### src/source/img_defs.svh
`ifndef IMG_DEFS_SVH
`define IMG_DEFS_SVH

// bus widths
`define IMG_ADDR_W 32
`define IMG_WORD_W 16
`define IMG_PIX_W 8

// external memory in bytes, split into two image buffers
`define IMG_MEM_SIZE 131072
`define IMG_BUF2_BASE (`IMG_MEM_SIZE / 2)

// status reply bytes
// bit 0 of the first one is overwritten with busy
`define IMG_STATUS_0 8'd11
`define IMG_STATUS_1 8'd22
`define IMG_STATUS_2 8'd33
`define IMG_STATUS_3 8'd44

`endif

### src/source/img_pkg.sv
`include "img_defs.svh"

package img_pkg;

   typedef logic [`IMG_PIX_W-1:0] pixel_t;
   typedef logic [`IMG_WORD_W-1:0] word_t; // lower address in low byte
   typedef logic [`IMG_ADDR_W-1:0] addr_t; // byte address
   typedef logic [15:0] dim_t; // width, height or pixel count

   // host command codes
   typedef enum logic [7:0] {
      CMD_PARAM           = 8'd0,
      CMD_SEND_IMG        = 8'd1,
      CMD_READ_IMG        = 8'd2,
      CMD_GET_STATUS      = 8'd3,
      CMD_APPLY_ADD       = 8'd4,
      CMD_APPLY_THRESHOLD = 8'd5,
      CMD_SWITCH_BUFFERS  = 8'd6,
      CMD_APPLY_INVERT    = 8'd8
   } cmd_e;

   typedef enum logic [1:0] {
      OP_ADD,
      OP_THRESHOLD,
      OP_INVERT
   } unary_op_e;

endpackage

### src/source/command_decoder.sv
`timescale 1ns/100ps
`include "img_defs.svh"

module command_decoder (
   input  logic                 clk,
   input  logic                 reset,
   input  img_pkg::cmd_e        comm_cmd,
   input  img_pkg::pixel_t      comm_data_in,
   input  logic                 comm_data_in_valid,
   output img_pkg::addr_t       mem_addr,
   output logic                 mem_wr_en,
   output img_pkg::word_t       mem_wdata,
   output logic                 op_start,
   output img_pkg::unary_op_e   op_sel,
   output img_pkg::word_t       add_value,
   output logic                 clamp,
   output img_pkg::pixel_t      threshold_level,
   output img_pkg::pixel_t      threshold_replacement,
   output logic                 threshold_upper,
   output img_pkg::dim_t        pixel_count,
   output img_pkg::addr_t       storage_base,
   output img_pkg::addr_t       input_base,
   output logic                 read_start,
   output logic                 status_start
);

   typedef enum logic [2:0] {
      ST_WAIT_CMD,
      ST_DIM,
      ST_ADD_PARAM,
      ST_THR_PARAM,
      ST_SEND_IMG
   } state_e;

   state_e         state;
   logic [1:0]     byte_cnt;
   img_pkg::dim_t  img_width;
   img_pkg::dim_t  img_height;
   img_pkg::dim_t  dim_product;
   img_pkg::dim_t  send_left;
   img_pkg::addr_t send_addr;

   assign dim_product = img_width * img_height;

   always_ff @(posedge clk) begin
      op_start     <= 1'b0;
      read_start   <= 1'b0;
      status_start <= 1'b0;
      mem_wr_en    <= 1'b0;
      if (reset) begin
         state        <= ST_WAIT_CMD;
         byte_cnt     <= '0;
         img_width    <= '0;
         img_height   <= '0;
         pixel_count  <= '0;
         send_left    <= '0;
         input_base   <= '0;
         storage_base <= `IMG_BUF2_BASE;
      end else if (comm_data_in_valid) begin
         byte_cnt <= byte_cnt + 2'd1;
         case (state)
            ST_WAIT_CMD: begin
               byte_cnt    <= '0;
               pixel_count <= dim_product; // latched once per command
               case (comm_cmd)
                  img_pkg::CMD_PARAM:           state <= ST_DIM;
                  img_pkg::CMD_SEND_IMG: begin
                     send_addr <= input_base;
                     send_left <= dim_product;
                     if (dim_product != '0) state <= ST_SEND_IMG;
                  end
                  img_pkg::CMD_READ_IMG:        read_start   <= 1'b1;
                  img_pkg::CMD_GET_STATUS:      status_start <= 1'b1;
                  img_pkg::CMD_APPLY_ADD:       state <= ST_ADD_PARAM;
                  img_pkg::CMD_APPLY_THRESHOLD: state <= ST_THR_PARAM;
                  img_pkg::CMD_SWITCH_BUFFERS: begin
                     input_base   <= storage_base;
                     storage_base <= input_base;
                  end
                  img_pkg::CMD_APPLY_INVERT: begin
                     op_sel   <= img_pkg::OP_INVERT;
                     op_start <= 1'b1; // no parameter bytes
                  end
                  default: ; // unknown codes dropped
               endcase
            end
            ST_DIM: begin // width lo, hi, height lo, hi
               case (byte_cnt)
                  2'd0: img_width[7:0]   <= comm_data_in;
                  2'd1: img_width[15:8]  <= comm_data_in;
                  2'd2: img_height[7:0]  <= comm_data_in;
                  default: begin
                     img_height[15:8] <= comm_data_in;
                     state            <= ST_WAIT_CMD;
                  end
               endcase
            end
            ST_ADD_PARAM: begin
               if (byte_cnt == 2'd0) begin
                  add_value[7:0] <= comm_data_in;
               end else if (byte_cnt == 2'd1) begin
                  add_value[15:8] <= comm_data_in;
               end else begin
                  clamp    <= comm_data_in[0];
                  op_sel   <= img_pkg::OP_ADD;
                  op_start <= 1'b1;
                  state    <= ST_WAIT_CMD;
               end
            end
            ST_THR_PARAM: begin
               if (byte_cnt == 2'd0) begin
                  threshold_level <= comm_data_in;
               end else if (byte_cnt == 2'd1) begin
                  threshold_replacement <= comm_data_in;
               end else begin
                  threshold_upper <= comm_data_in[0];
                  op_sel          <= img_pkg::OP_THRESHOLD;
                  op_start        <= 1'b1;
                  state           <= ST_WAIT_CMD;
               end
            end
            default: begin // ST_SEND_IMG packs byte pairs
               if (!send_addr[0]) begin
                  mem_wdata[7:0] <= comm_data_in;
               end else begin
                  mem_wdata[15:8] <= comm_data_in;
                  mem_wr_en       <= 1'b1;
                  mem_addr        <= {send_addr[`IMG_ADDR_W-1:1], 1'b0};
               end
               send_addr <= send_addr + 32'd1;
               send_left <= send_left - 16'd1;
               if (send_left == 16'd1) state <= ST_WAIT_CMD;
            end
         endcase
      end
   end

endmodule

### src/source/pixel_engine.sv
`timescale 1ns/100ps
`include "img_defs.svh"

module pixel_engine (
   input  logic                 clk,
   input  logic                 reset,
   input  logic                 op_start,
   input  img_pkg::unary_op_e   op_sel,
   input  img_pkg::word_t       add_value,
   input  logic                 clamp,
   input  img_pkg::pixel_t      threshold_level,
   input  img_pkg::pixel_t      threshold_replacement,
   input  logic                 threshold_upper,
   input  img_pkg::dim_t        pixel_count,
   input  img_pkg::addr_t       storage_base,
   input  img_pkg::word_t       data_read,
   input  logic                 data_read_valid,
   output img_pkg::addr_t       mem_addr,
   output logic                 mem_rd_en,
   output logic                 mem_wr_en,
   output img_pkg::word_t       mem_wdata,
   output logic                 busy
);

   typedef enum logic [1:0] {
      ST_IDLE,
      ST_READ,
      ST_WAIT
   } state_e;

   state_e         state;
   img_pkg::addr_t word_addr;
   img_pkg::dim_t  words_left;

   function automatic img_pkg::pixel_t apply_op(img_pkg::pixel_t pix);
      img_pkg::word_t  sum;
      img_pkg::pixel_t res;
      sum = {{(`IMG_WORD_W-`IMG_PIX_W){1'b0}}, pix} + add_value;
      res = pix;
      case (op_sel)
         img_pkg::OP_ADD: begin
            res = sum[`IMG_PIX_W-1:0];
            if (clamp && $signed(sum) > 16'sd255) res = 8'hff;
            if (clamp && $signed(sum) < 16'sd0) res = 8'h00;
         end
         img_pkg::OP_THRESHOLD: begin
            if (threshold_upper ? (pix >= threshold_level) : (pix <= threshold_level))
               res = threshold_replacement;
         end
         img_pkg::OP_INVERT: res = ~pix;
         default: res = pix;
      endcase
      return res;
   endfunction

   always_ff @(posedge clk) begin
      mem_rd_en <= 1'b0;
      mem_wr_en <= 1'b0;
      if (reset) begin
         state      <= ST_IDLE;
         busy       <= 1'b0;
         word_addr  <= '0;
         words_left <= '0;
      end else begin
         case (state)
            ST_IDLE: begin
               if (op_start && pixel_count != '0) begin
                  word_addr  <= storage_base;
                  words_left <= (pixel_count >> 1) + {15'd0, pixel_count[0]};
                  busy       <= 1'b1;
                  state      <= ST_READ;
               end
            end
            ST_READ: begin
               mem_rd_en <= 1'b1;
               mem_addr  <= word_addr;
               state     <= ST_WAIT;
            end
            default: begin
               if (data_read_valid) begin // write back to the same word
                  mem_wr_en  <= 1'b1;
                  mem_addr   <= word_addr;
                  mem_wdata  <= {apply_op(data_read[15:8]), apply_op(data_read[7:0])};
                  word_addr  <= word_addr + 32'd2;
                  words_left <= words_left - 16'd1;
                  if (words_left == 16'd1) begin
                     busy  <= 1'b0;
                     state <= ST_IDLE;
                  end else begin
                     state <= ST_READ;
                  end
               end
            end
         endcase
      end
   end

   a_no_start_busy: assert property (@(posedge clk) disable iff (reset)
      op_start |-> !busy)
      else $error("op_start while engine busy");

endmodule

### src/source/host_responder.sv
`timescale 1ns/100ps
`include "img_defs.svh"

module host_responder (
   input  logic            clk,
   input  logic            reset,
   input  logic            read_start,
   input  logic            status_start,
   input  img_pkg::addr_t  input_base,
   input  img_pkg::dim_t   pixel_count,
   input  logic            busy,
   input  img_pkg::word_t  data_read,
   input  logic            data_read_valid,
   output img_pkg::addr_t  mem_addr,
   output logic            mem_rd_en,
   output img_pkg::pixel_t comm_data_out,
   output logic            comm_data_out_valid
);

   typedef enum logic [1:0] {
      ST_IDLE,
      ST_RD_WAIT,
      ST_RD_HIGH,
      ST_STATUS
   } state_e;

   localparam img_pkg::pixel_t STATUS_0 = `IMG_STATUS_0;

   state_e          state;
   img_pkg::addr_t  rd_addr;
   img_pkg::dim_t   bytes_left;
   img_pkg::pixel_t high_byte;
   logic [1:0]      stat_idx;

   always_ff @(posedge clk) begin
      mem_rd_en           <= 1'b0;
      comm_data_out_valid <= 1'b0;
      if (reset) begin
         state      <= ST_IDLE;
         bytes_left <= '0;
         stat_idx   <= '0;
      end else begin
         case (state)
            ST_IDLE: begin
               stat_idx <= '0;
               if (status_start) begin
                  state <= ST_STATUS;
               end else if (read_start && pixel_count != '0) begin
                  mem_rd_en  <= 1'b1;
                  mem_addr   <= input_base;
                  rd_addr    <= input_base;
                  bytes_left <= pixel_count;
                  state      <= ST_RD_WAIT;
               end
            end
            ST_RD_WAIT: begin
               if (data_read_valid) begin
                  comm_data_out       <= data_read[7:0]; // low byte first
                  comm_data_out_valid <= 1'b1;
                  high_byte           <= data_read[15:8];
                  bytes_left          <= bytes_left - 16'd1;
                  state <= (bytes_left == 16'd1) ? ST_IDLE : ST_RD_HIGH;
               end
            end
            ST_RD_HIGH: begin
               comm_data_out       <= high_byte;
               comm_data_out_valid <= 1'b1;
               bytes_left          <= bytes_left - 16'd1;
               if (bytes_left == 16'd1) begin
                  state <= ST_IDLE;
               end else begin
                  mem_rd_en <= 1'b1; // next word overlaps the high byte
                  mem_addr  <= rd_addr + 32'd2;
                  rd_addr   <= rd_addr + 32'd2;
                  state     <= ST_RD_WAIT;
               end
            end
            default: begin
               comm_data_out_valid <= 1'b1;
               stat_idx            <= stat_idx + 2'd1;
               case (stat_idx)
                  2'd0: comm_data_out <= {STATUS_0[7:1], busy};
                  2'd1: comm_data_out <= `IMG_STATUS_1;
                  2'd2: comm_data_out <= `IMG_STATUS_2;
                  default: begin
                     comm_data_out <= `IMG_STATUS_3;
                     state         <= ST_IDLE;
                  end
               endcase
            end
         endcase
      end
   end

   a_no_overlap: assert property (@(posedge clk) disable iff (reset)
      (read_start || status_start) |-> state == ST_IDLE)
      else $error("status and readback overlap");

endmodule

### src/source/image_processing.sv
`timescale 1ns/100ps
`include "img_defs.svh"

module image_processing (
   input  logic            clk,
   input  logic            reset,
   input  img_pkg::cmd_e   comm_cmd,
   input  img_pkg::pixel_t comm_data_in,
   input  logic            comm_data_in_valid,
   input  img_pkg::word_t  data_read,
   input  logic            data_read_valid,
   output img_pkg::addr_t  addr,
   output logic            wr_en,
   output logic            rd_en,
   output img_pkg::word_t  data_write,
   output img_pkg::pixel_t comm_data_out,
   output logic            comm_data_out_valid
);

   img_pkg::addr_t     dec_mem_addr;
   logic               dec_mem_wr_en;
   img_pkg::word_t     dec_mem_wdata;
   img_pkg::addr_t     eng_mem_addr;
   logic               eng_mem_rd_en;
   logic               eng_mem_wr_en;
   img_pkg::word_t     eng_mem_wdata;
   img_pkg::addr_t     rsp_mem_addr;
   logic               rsp_mem_rd_en;
   logic               op_start;
   img_pkg::unary_op_e op_sel;
   img_pkg::word_t     add_value;
   logic               clamp;
   img_pkg::pixel_t    threshold_level;
   img_pkg::pixel_t    threshold_replacement;
   logic               threshold_upper;
   img_pkg::dim_t      pixel_count;
   img_pkg::addr_t     storage_base;
   img_pkg::addr_t     input_base;
   logic               read_start;
   logic               status_start;
   logic               busy;

   command_decoder i_command_decoder (
      .clk, .reset, .comm_cmd, .comm_data_in, .comm_data_in_valid,
      .mem_addr(dec_mem_addr), .mem_wr_en(dec_mem_wr_en), .mem_wdata(dec_mem_wdata),
      .op_start, .op_sel, .add_value, .clamp, .threshold_level, .threshold_replacement,
      .threshold_upper, .pixel_count, .storage_base, .input_base, .read_start, .status_start
   );

   pixel_engine i_pixel_engine (
      .clk, .reset, .op_start, .op_sel, .add_value, .clamp, .threshold_level,
      .threshold_replacement, .threshold_upper, .pixel_count, .storage_base,
      .data_read, .data_read_valid,
      .mem_addr(eng_mem_addr), .mem_rd_en(eng_mem_rd_en), .mem_wr_en(eng_mem_wr_en),
      .mem_wdata(eng_mem_wdata), .busy
   );

   host_responder i_host_responder (
      .clk, .reset, .read_start, .status_start, .input_base, .pixel_count, .busy,
      .data_read, .data_read_valid,
      .mem_addr(rsp_mem_addr), .mem_rd_en(rsp_mem_rd_en), .comm_data_out, .comm_data_out_valid
   );

   // requesters never overlap, so the enables select the owner
   always_comb begin
      addr       = dec_mem_addr;
      data_write = dec_mem_wdata;
      if (eng_mem_rd_en || eng_mem_wr_en) begin
         addr       = eng_mem_addr;
         data_write = eng_mem_wdata;
      end else if (rsp_mem_rd_en) begin
         addr = rsp_mem_addr;
      end
      wr_en = dec_mem_wr_en | eng_mem_wr_en;
      rd_en = eng_mem_rd_en | rsp_mem_rd_en;
   end

   a_mem_excl: assert property (@(posedge clk) disable iff (reset)
      $onehot0({dec_mem_wr_en, eng_mem_rd_en, eng_mem_wr_en, rsp_mem_rd_en}))
      else $error("more than one memory requester active");

endmodule

### config.mk
export PLATFORM = sky130hd
export DESIGN_NAME = image_processing
export DESIGN_NICKNAME = d
export VERILOG_FILES = /design/src/source/img_pkg.sv /design/src/source/command_decoder.sv /design/src/source/pixel_engine.sv /design/src/source/host_responder.sv /design/src/source/image_processing.sv
export VERILOG_INCLUDE_DIRS = /design/src /design/src/source
export SDC_FILE = /design/constraint.sdc
export NUM_CORES = 1
export LEC_CHECK = 0
export ABC_AREA = 0
export CAP_MARGIN = 20
export CORE_AREA = 2 2 220 222
export CTS_CLUSTER_DIAMETER = 30
export DETAILED_ROUTE_END_ITERATION = 7
export DIE_AREA = 0 0 222 224
export DONT_BUFFER_PORTS = 1
export PLACE_DENSITY = 0.68
export SYNTH_ARGS = -nofsm -noshare
export SYNTH_HDL_FRONTEND = slang
export SYNTH_SLANG_ARGS = --single-unit
### constraint.sdc
create_clock -name clk -period 8.1 [get_ports clk]
set_clock_uncertainty 0.15 [all_clocks]
set_input_delay 1.62 -clock clk [delete_from_list [all_inputs] [get_ports clk]]
set_output_delay 1.62 -clock clk [all_outputs]
set_load 0.02 [all_outputs]
==> run summary, run 1 <==
Skew-Pair Late Insertion Delay -> 0.64 ns
ys flop type -> dfxtp_1
Seq/Total Area, Yosys -> 42.4%
Area Overhead vs Synth -> 14.8%
H-tree levels -> 3
die area -> 49,700 um^2
placed cells -> 3,264
port bufs -> 0
ANT nets after route -> 0
Static Leak -> 10.5 nW
setup TNS -> 0 ns
CP most frequent cell -> fa_1
# Max-Cap Violations -> 0
final setup fails -> 0
Final Power -> 0.00641 W
M1 WL -> 28,700 um
Synth area leader -> edfxtp_1
instance count on the critical path -> 18
share of cells above drive strength 1 -> 8.53%
mean routed wirelength per cell -> 19.0 um
mux contribution to synthesized area -> 2.22%
Yosys reg bits -> 423
core footprint -> 47,300 um^2
routed vias -> 20,200
count of final hold-check violations -> 0
vias in the first global route -> 19,600
DRC viols -> 0
Reg-to-Reg End -> i_command_decoder.state[2]
worst hold path type -> reg -> reg
Compound-Gate Fraction of Synth Area -> 14.8%
Top Metal Used -> met4
Synth Area in Simple Gates -> 19.4%
Starting Density -> 52.7%
Root Buffer -> clkbuf_16
CP arrival -> 6.73 ns
metal3 WL -> 4830 um
Worst Setup EP -> i_command_decoder.state[2]
synthesized cell area -> 24,900 um^2
critical path class -> reg -> reg
r2r worst-path depth -> 18
hold buffers post-CTS -> 0
largest net degree at the start of global routing -> 217
DRT Pass-1 Iters -> 6
HPWL after detailed placement -> 45,000 um
vias per std cell -> 5.87
Post-Syn Instances -> 2,783
Die Span X -> 222 um
run status -> finished clean
final slew viol count -> 0
Syn Area/Cell -> 8.96 um^2
post-CTS sizing -> 0
Synth cell types -> 79
GR Overflow Total -> 0
min Tclk post-route -> 6.31 ns
Slew @ Worst Pin -> 1.09 ns
WP data required -> 8.52 ns
CP delay by family, top -> adder cells
largest family of logic cells by synthesized area -> simple AND/OR/NAND/NOR gates
fin cells -> 3,441
# clock sinks -> 423
slowest cell on the critical path -> dfxtp_1
XOR/XNOR Fraction of Synth Area -> 4.44%
Final Wtd Congestion -> 0.908
crit-path max FO -> 16
Tot GR Track Use -> 26.4%
Max rail drop VDD -> 0.000171 V
share of the synthesized area in the top cell type -> 25.4%
top post-synthesis cells by area -> edfxtp_1 (25%), dfxtp_1 (17%), fa_1 (6.6%), nand2_1 (6.4%), a21oi_1 (6.2%)
top-count cell post-synth -> nand2_1
num ports -> 95
TritonCTS buffer count -> 93
Die Span Y -> 224 um
CTS tree -> built
post-CTS setup buffer count -> 0
crit end category -> flip-flop
EDFF count, synth -> 211
Rel. slew slack -> 26.9%
async set-reset flop share out of synthesis -> 0%
fmax -> 158 MHz
Rows -> 80
fin nets -> 2,971
n_diodes -> 0
Critical Path Source -> i_command_decoder.img_width[1]
Startpoint Class -> flip-flop
Ys Warns -> 0
crit path cell chain -> nand2_1 -> fa_1 -> fa_1 -> inv_1 -> fa_1 -> fa_1 -> inv_1 -> fa_1 -> fa_1 -> xor2_1 -> xnor2_1 -> xnor2_1 -> xnor2_1 -> xnor3_1 -> xor2_1 -> nor4_4 -> or3b_2 -> a21oi_2
clock buffer depth -> 3
initial antenna violation count -> 0
max incr delay on CP -> 0.69 ns
adder-cell share of the synthesized area -> 11.9%
top cells by count, synth -> nand2_1 (423), a21oi_1 (309), nor2_1 (223), dfxtp_1 (212), edfxtp_1 (211)
CTS clk-pin slew, worst paths -> 0.05 ns
met2 wire len -> 30,300 um
Syn Nets -> 3,007
unrepaired setup endpoints after global routing -> false
Final period util -> 77.9%
first-pass GRT wire length -> 105,000 um
initial drt markers -> 2,139
PwrDens -> 224 nW/um^2
Layout Utilization -> 60.5%
Routed WL -> 65,400 um
FF-to-FF Start -> i_command_decoder.img_width[1]
Critical path buffers and inverters -> 2
reg-to-reg setup timing slack -> 1.79 ns
==> state kept, by name, indices dropped and copies added (netlist names), 31 cells and up <==
signal and count:
i_host_responder.mem_addr 32, i_command_decoder.send_addr 32, i_pixel_engine.mem_addr 32, i_command_decoder.mem_addr 31
i_command_decoder.input_base 32, i_pixel_engine.word_addr 32, i_command_decoder.storage_base 32
==> per-layer routing <==
| metal | GRT usage [%] | vias up |
|---|---|---|
| li1 | - | 9633 |
| met1 | 35.8 | 9749 |
| met2 | 42.6 | 706 |
| met3 | 5.19 | 111 |
| met4 | 8.98 | 0 |
| met5 | 0 | - |
==> worst min-delay path by stage <==
stage	start	end	slack, ns	cells past startpoint
2_1_floorplan	i_pixel_engine.word_addr[0]	i_pixel_engine.mem_addr[0]	0.26	0
3_3_place_gp	i_pixel_engine.word_addr[0]	i_pixel_engine.mem_addr[0]	0.26	0
3_5_place_dp	i_pixel_engine.word_addr[0]	i_pixel_engine.mem_addr[0]	0.28	0
4_1_cts	i_pixel_engine.word_addr[0]	i_pixel_engine.mem_addr[0]	0.29	0
5_1_grt	i_pixel_engine.word_addr[0]	i_pixel_engine.mem_addr[0]	0.31	0
6_report	i_pixel_engine.word_addr[0]	i_pixel_engine.mem_addr[0]	0.29	0
==> layout by cell type, fill, tap and decap left out, types with 56 or more instances in the layout <==
master     count
nand2_1      422
nand3_1       95
xnor2_1       62
xor2_1        60
ha_1         105
clkbuf_16     96
a21oi_1      307
and2_1        84
nor3_1        56
nor2_1       221
fa_1          82
inv_1        159
dfxtp_1      211
edfxtp_1     211
o21ai_0      138
==> power by group <==
group / switching (W) / total, W / internal [W]
Combinational: 0.000174 / 0.000268 / 0.0000939
Sequential: 0.0000313 / 0.00231 / 0.00228
Clock: 0.00128 / 0.00383 / 0.00255
==> cell families after synthesis <==
family / Yosys count
adder cells (fa/ha/maj): 188
flip-flops: 423
AND/OR/NAND/NOR: 1047
AO/OA/AOI/OAI: 635
buffers and inverters: 313
XOR/XNOR: 124
multiplexers: 53
==> metrics by stage <==
| step | hold WS (ns) | instance area, um^2 | worst slack (ns) |
|---|---|---|---|
| final | 0.287 | 28600 | 1.79 |
| after global routing | 0.311 | 28600 | 1.54 |
| after CTS | 0.286 | 28600 | 1.79 |
| after detailed placement | 0.280 | 25300 | 1.83 |
| after global placement | 0.265 | 25300 | 1.98 |
| after floorplan | 0.258 | 24900 | 2.14 |
==> layout make-up <==
| cell class | count | area [um^2] |
|---|---|---|
| repair buffers | 23 | 200 |
| inverters | 159 | 597 |
| multi-input cells | 2047 | 13200 |
| clock inverters | 55 | 704 |
| flip-flops and latches | 423 | 10600 |
| well taps | 615 | 769 |
| fillers | 3958 | 18700 |
| clock buffers | 119 | 2560 |
==> worst reg2reg max path, delay by kind of cell, from the launching register on <==
kind / cells / cell delay [ns]
flops: 1 / 0.69
buf+inv: 2 / 0.10
fa+ha+maj: 6 / 3.07
compound gates: 1 / 0.11
simple gates: 3 / 0.73
xor+xnor: 6 / 1.38
No activity file was read; power rests on OpenSTA's default activity.
==> run 2: changes to the inputs <==
- PLACE_DENSITY: 0.68 -> 0.71
- clock period: 8.1 -> 5.1 ns (I/O delays scaled with it)
==> run summary, run 2 (synthesis gave the netlist of run 1 again) <==
run status -> complete, but fails checks
violated checks -> setup timing
unrepaired setup endpoints after global routing -> true
Die Span X -> 222 um (unchanged)
Routed WL -> 67,200 um (+2.7%)
HPWL after detailed placement -> 46,100 um (+2.4%)
largest net degree at the start of global routing -> 217 (unchanged)
Final Power -> 0.00975 W (+52%)
num ports -> 95 (unchanged)
initial drt markers -> 2,044 (-4.4%)
total placed instance area -> 26,100 um^2 (+3.1%)
sequential fraction of design power -> 37.6% (+1.6 points)
port bufs -> 0 (unchanged)
routed vias -> 20,800 (+3.0%)
min Tclk post-route -> 5.71 ns (-0.604 ns)
Switching Power -> 0.00228 W (+53%)
final instance area -> 29,500 um^2 (+3.1%)
Final Wtd Congestion -> 0.919 (+1.3%)
slowest cell on the critical path -> fa_1
share of cells above drive strength 1 -> 14.4% (+5.9 points)
Startpoint Class -> flip-flop
initial antenna violation count -> 0 (unchanged)
Skew-Pair Late Insertion Delay -> 0.62 ns (-0.02 ns)
r2r worst-path depth -> 22 (+4)
hold path depth -> 0 (unchanged)
Switching Fraction -> 23.4% (+0.19 points)
fin cells -> 3,524 (+2.4%)
Int Pwr -> 0.00746 W (+52%)
power share of the combinational group -> 4.3% (about the same)
# clock sinks -> 423 (unchanged)
die area -> 49,700 um^2 (unchanged)
Reg-to-Reg End -> i_command_decoder.state[0]
CP arrival -> 6.03 ns (-0.70 ns)
PwrDens -> 330 nW/um^2 (+47%)
TritonCTS buffer count -> 84 (-9.7%)
max incr delay on CP -> 0.54 ns (-0.15 ns)
first-pass GRT wire length -> 108,000 um (+2.4%)
GR Overflow Total -> 0 (unchanged)
mean routed wirelength per cell -> 19.1 um (+0.32%)
CTS clk-pin slew, worst paths -> 0.05 ns (about the same)
fin nets -> 3,062 (+3.1%)
n_diodes -> 0 (unchanged)
CTS tree -> built
crit path cell chain -> buf_6 -> and2_4 -> fa_1 -> inv_2 -> fa_1 -> inv_1 -> fa_1 -> fa_1 -> fa_1 -> inv_2 -> fa_1 -> inv_2 -> ha_4 -> a21oi_4 -> o21bai_4 -> o41ai_2 -> a211oi_2 -> nand3_2 -> nand2_2 -> nor4_4 -> o31ai_2 -> nor2b_1
H-tree levels -> 3 (unchanged)
placed cells -> 3,349 (+2.6%)
Rel. slew slack -> 25.1% (-1.8 points)
Static Leak -> 10.9 nW (+3.8%)
reg-to-reg setup timing slack -> -0.61 ns (-2.40 ns)
Slew @ Worst Pin -> 1.12 ns (+0.0306 ns)
pre-CTS setup slack -> -0.847 ns (-2.68 ns)
DRT Pass-1 Iters -> 6 (unchanged)
crit end category -> flip-flop
CP delay by family, top -> adder cells
DRC viols -> 0 (unchanged)
Setup WS post-layout -> -0.606 ns (-2.40 ns)
core footprint -> 47,300 um^2 (unchanged)
clock buffer depth -> 3 (unchanged)
critical path class -> reg -> reg
commonest cells after routing, fill and taps aside -> nand2_1 (416), a21oi_1 (303), nor2_1 (219)
Tot GR Track Use -> 26.9% (+0.48 points)
crit-path max FO -> 5 (-11)
clock power share -> 58.1% (-1.7 points)
Root Buffer -> clkbuf_16
Hold Crit Endpoint -> i_pixel_engine.mem_addr[31]
vias in the first global route -> 20,300 (+3.6%)
worst hold path type -> reg -> reg
min-delay src -> i_pixel_engine.word_addr[31]
Die Span Y -> 224 um (unchanged)
Starting Density -> 52.7% (unchanged)
# Max-Cap Violations -> 0 (unchanged)
ANT nets after route -> 0 (unchanged)
fmax -> 175 MHz (+11%)
Critical path buffers and inverters -> 5 (+3)
final slew viol count -> 0 (unchanged)
count of final hold-check violations -> 0 (unchanged)
final setup fails -> 12 (+12)
Max rail drop VDD -> 0.000232 V (+35%)
WP data required -> 5.42 ns (-3.10 ns)
Rows -> 80 (unchanged)
vias per std cell -> 5.90 (+0.57%)
Layout Utilization -> 62.3% (+1.8 points)
FF-to-FF Start -> i_command_decoder.img_height[6]
Area Overhead vs Synth -> 18.3%
Final period util -> 112% (+34 points)
CP most frequent cell -> fa_1
commonest non-fill, non-tap cell in the layout -> nand2_1
run 2: cell count changes in the layout (fill, tap and decap cells not counted), sizes merged:
cell      before  now
buf           23  122
clkbuf       119   97
inv          170  174
clkinv        23   31
bufinv         9   11
clkinvlp      12    4
run 2: how the worst max path moves through the flow:
| stage | from | end | slack [ns] | depth (start not counted) |
|---|---|---|---|---|
| global placement | i_command_decoder.img_width[5] | i_command_decoder.state[2] | -0.75 | 17 |
| detailed placement | i_command_decoder.img_width[5] | i_command_decoder.state[0] | -0.85 | 17 |
| floorplan | i_command_decoder.img_height[6] | i_command_decoder.state[2] | -0.48 | 21 |
| CTS | i_command_decoder.img_height[6] | i_command_decoder.state[0] | -0.62 | 18 |
| finish | i_command_decoder.img_height[6] | i_command_decoder.state[0] | -0.61 | 22 |
| global route | i_command_decoder.img_height[6] | i_command_decoder.state[2] | -0.81 | 22 |
run 2: layout make-up:
| class | count | area [um^2] |
|---|---|---|
| tap | 615 | 769 |
| clock buffer | 96 | 2190 |
| clock inverter | 61 | 781 |
| sequential | 423 | 10600 |
| multi-input combinational | 2047 | 13600 |
| fill | 3807 | 17800 |
| timing repair buffer | 123 | 958 |
| inverter | 159 | 604 |
run 2: layer usage:
| layer | share of wire [%] | GRT usage, % |
|---|---|---|
| met1 | 44 | 36.3 |
| met3 | 7.1 | 4.89 |
| met5 | 0 | 0 |
| met4 | 2.5 | 9.26 |
| met2 | 47 | 43.9 |
run 2: power groups by stage:
stage	logic, W	clock network (W)	registers [W]
finish	0.000420	0.00566	0.00366
global route	0.000465	0.00588	0.00367
CTS	0.000412	0.00572	0.00366
detailed placement	0.000408	0	0.00373
global placement	0.000397	0	0.00373
floorplan	0.000338	0	0.00372
run 2: through the flow:
step                      TNS, ns  hold WS, ns
after floorplan             -1.98        0.258
after global routing        -6.97        0.307
after global placement      -6.76        0.264
after detailed placement    -7.76        0.272
after CTS                   -4.94        0.304
final                       -4.55        0.304
run 2: what timing repair did:
item	in CTS	in global routing
setup buffers	12	7
pin swaps	29	41
gates resized for setup	58	39
endpoints found under the setup margin	16	17
hold buffers	0	0
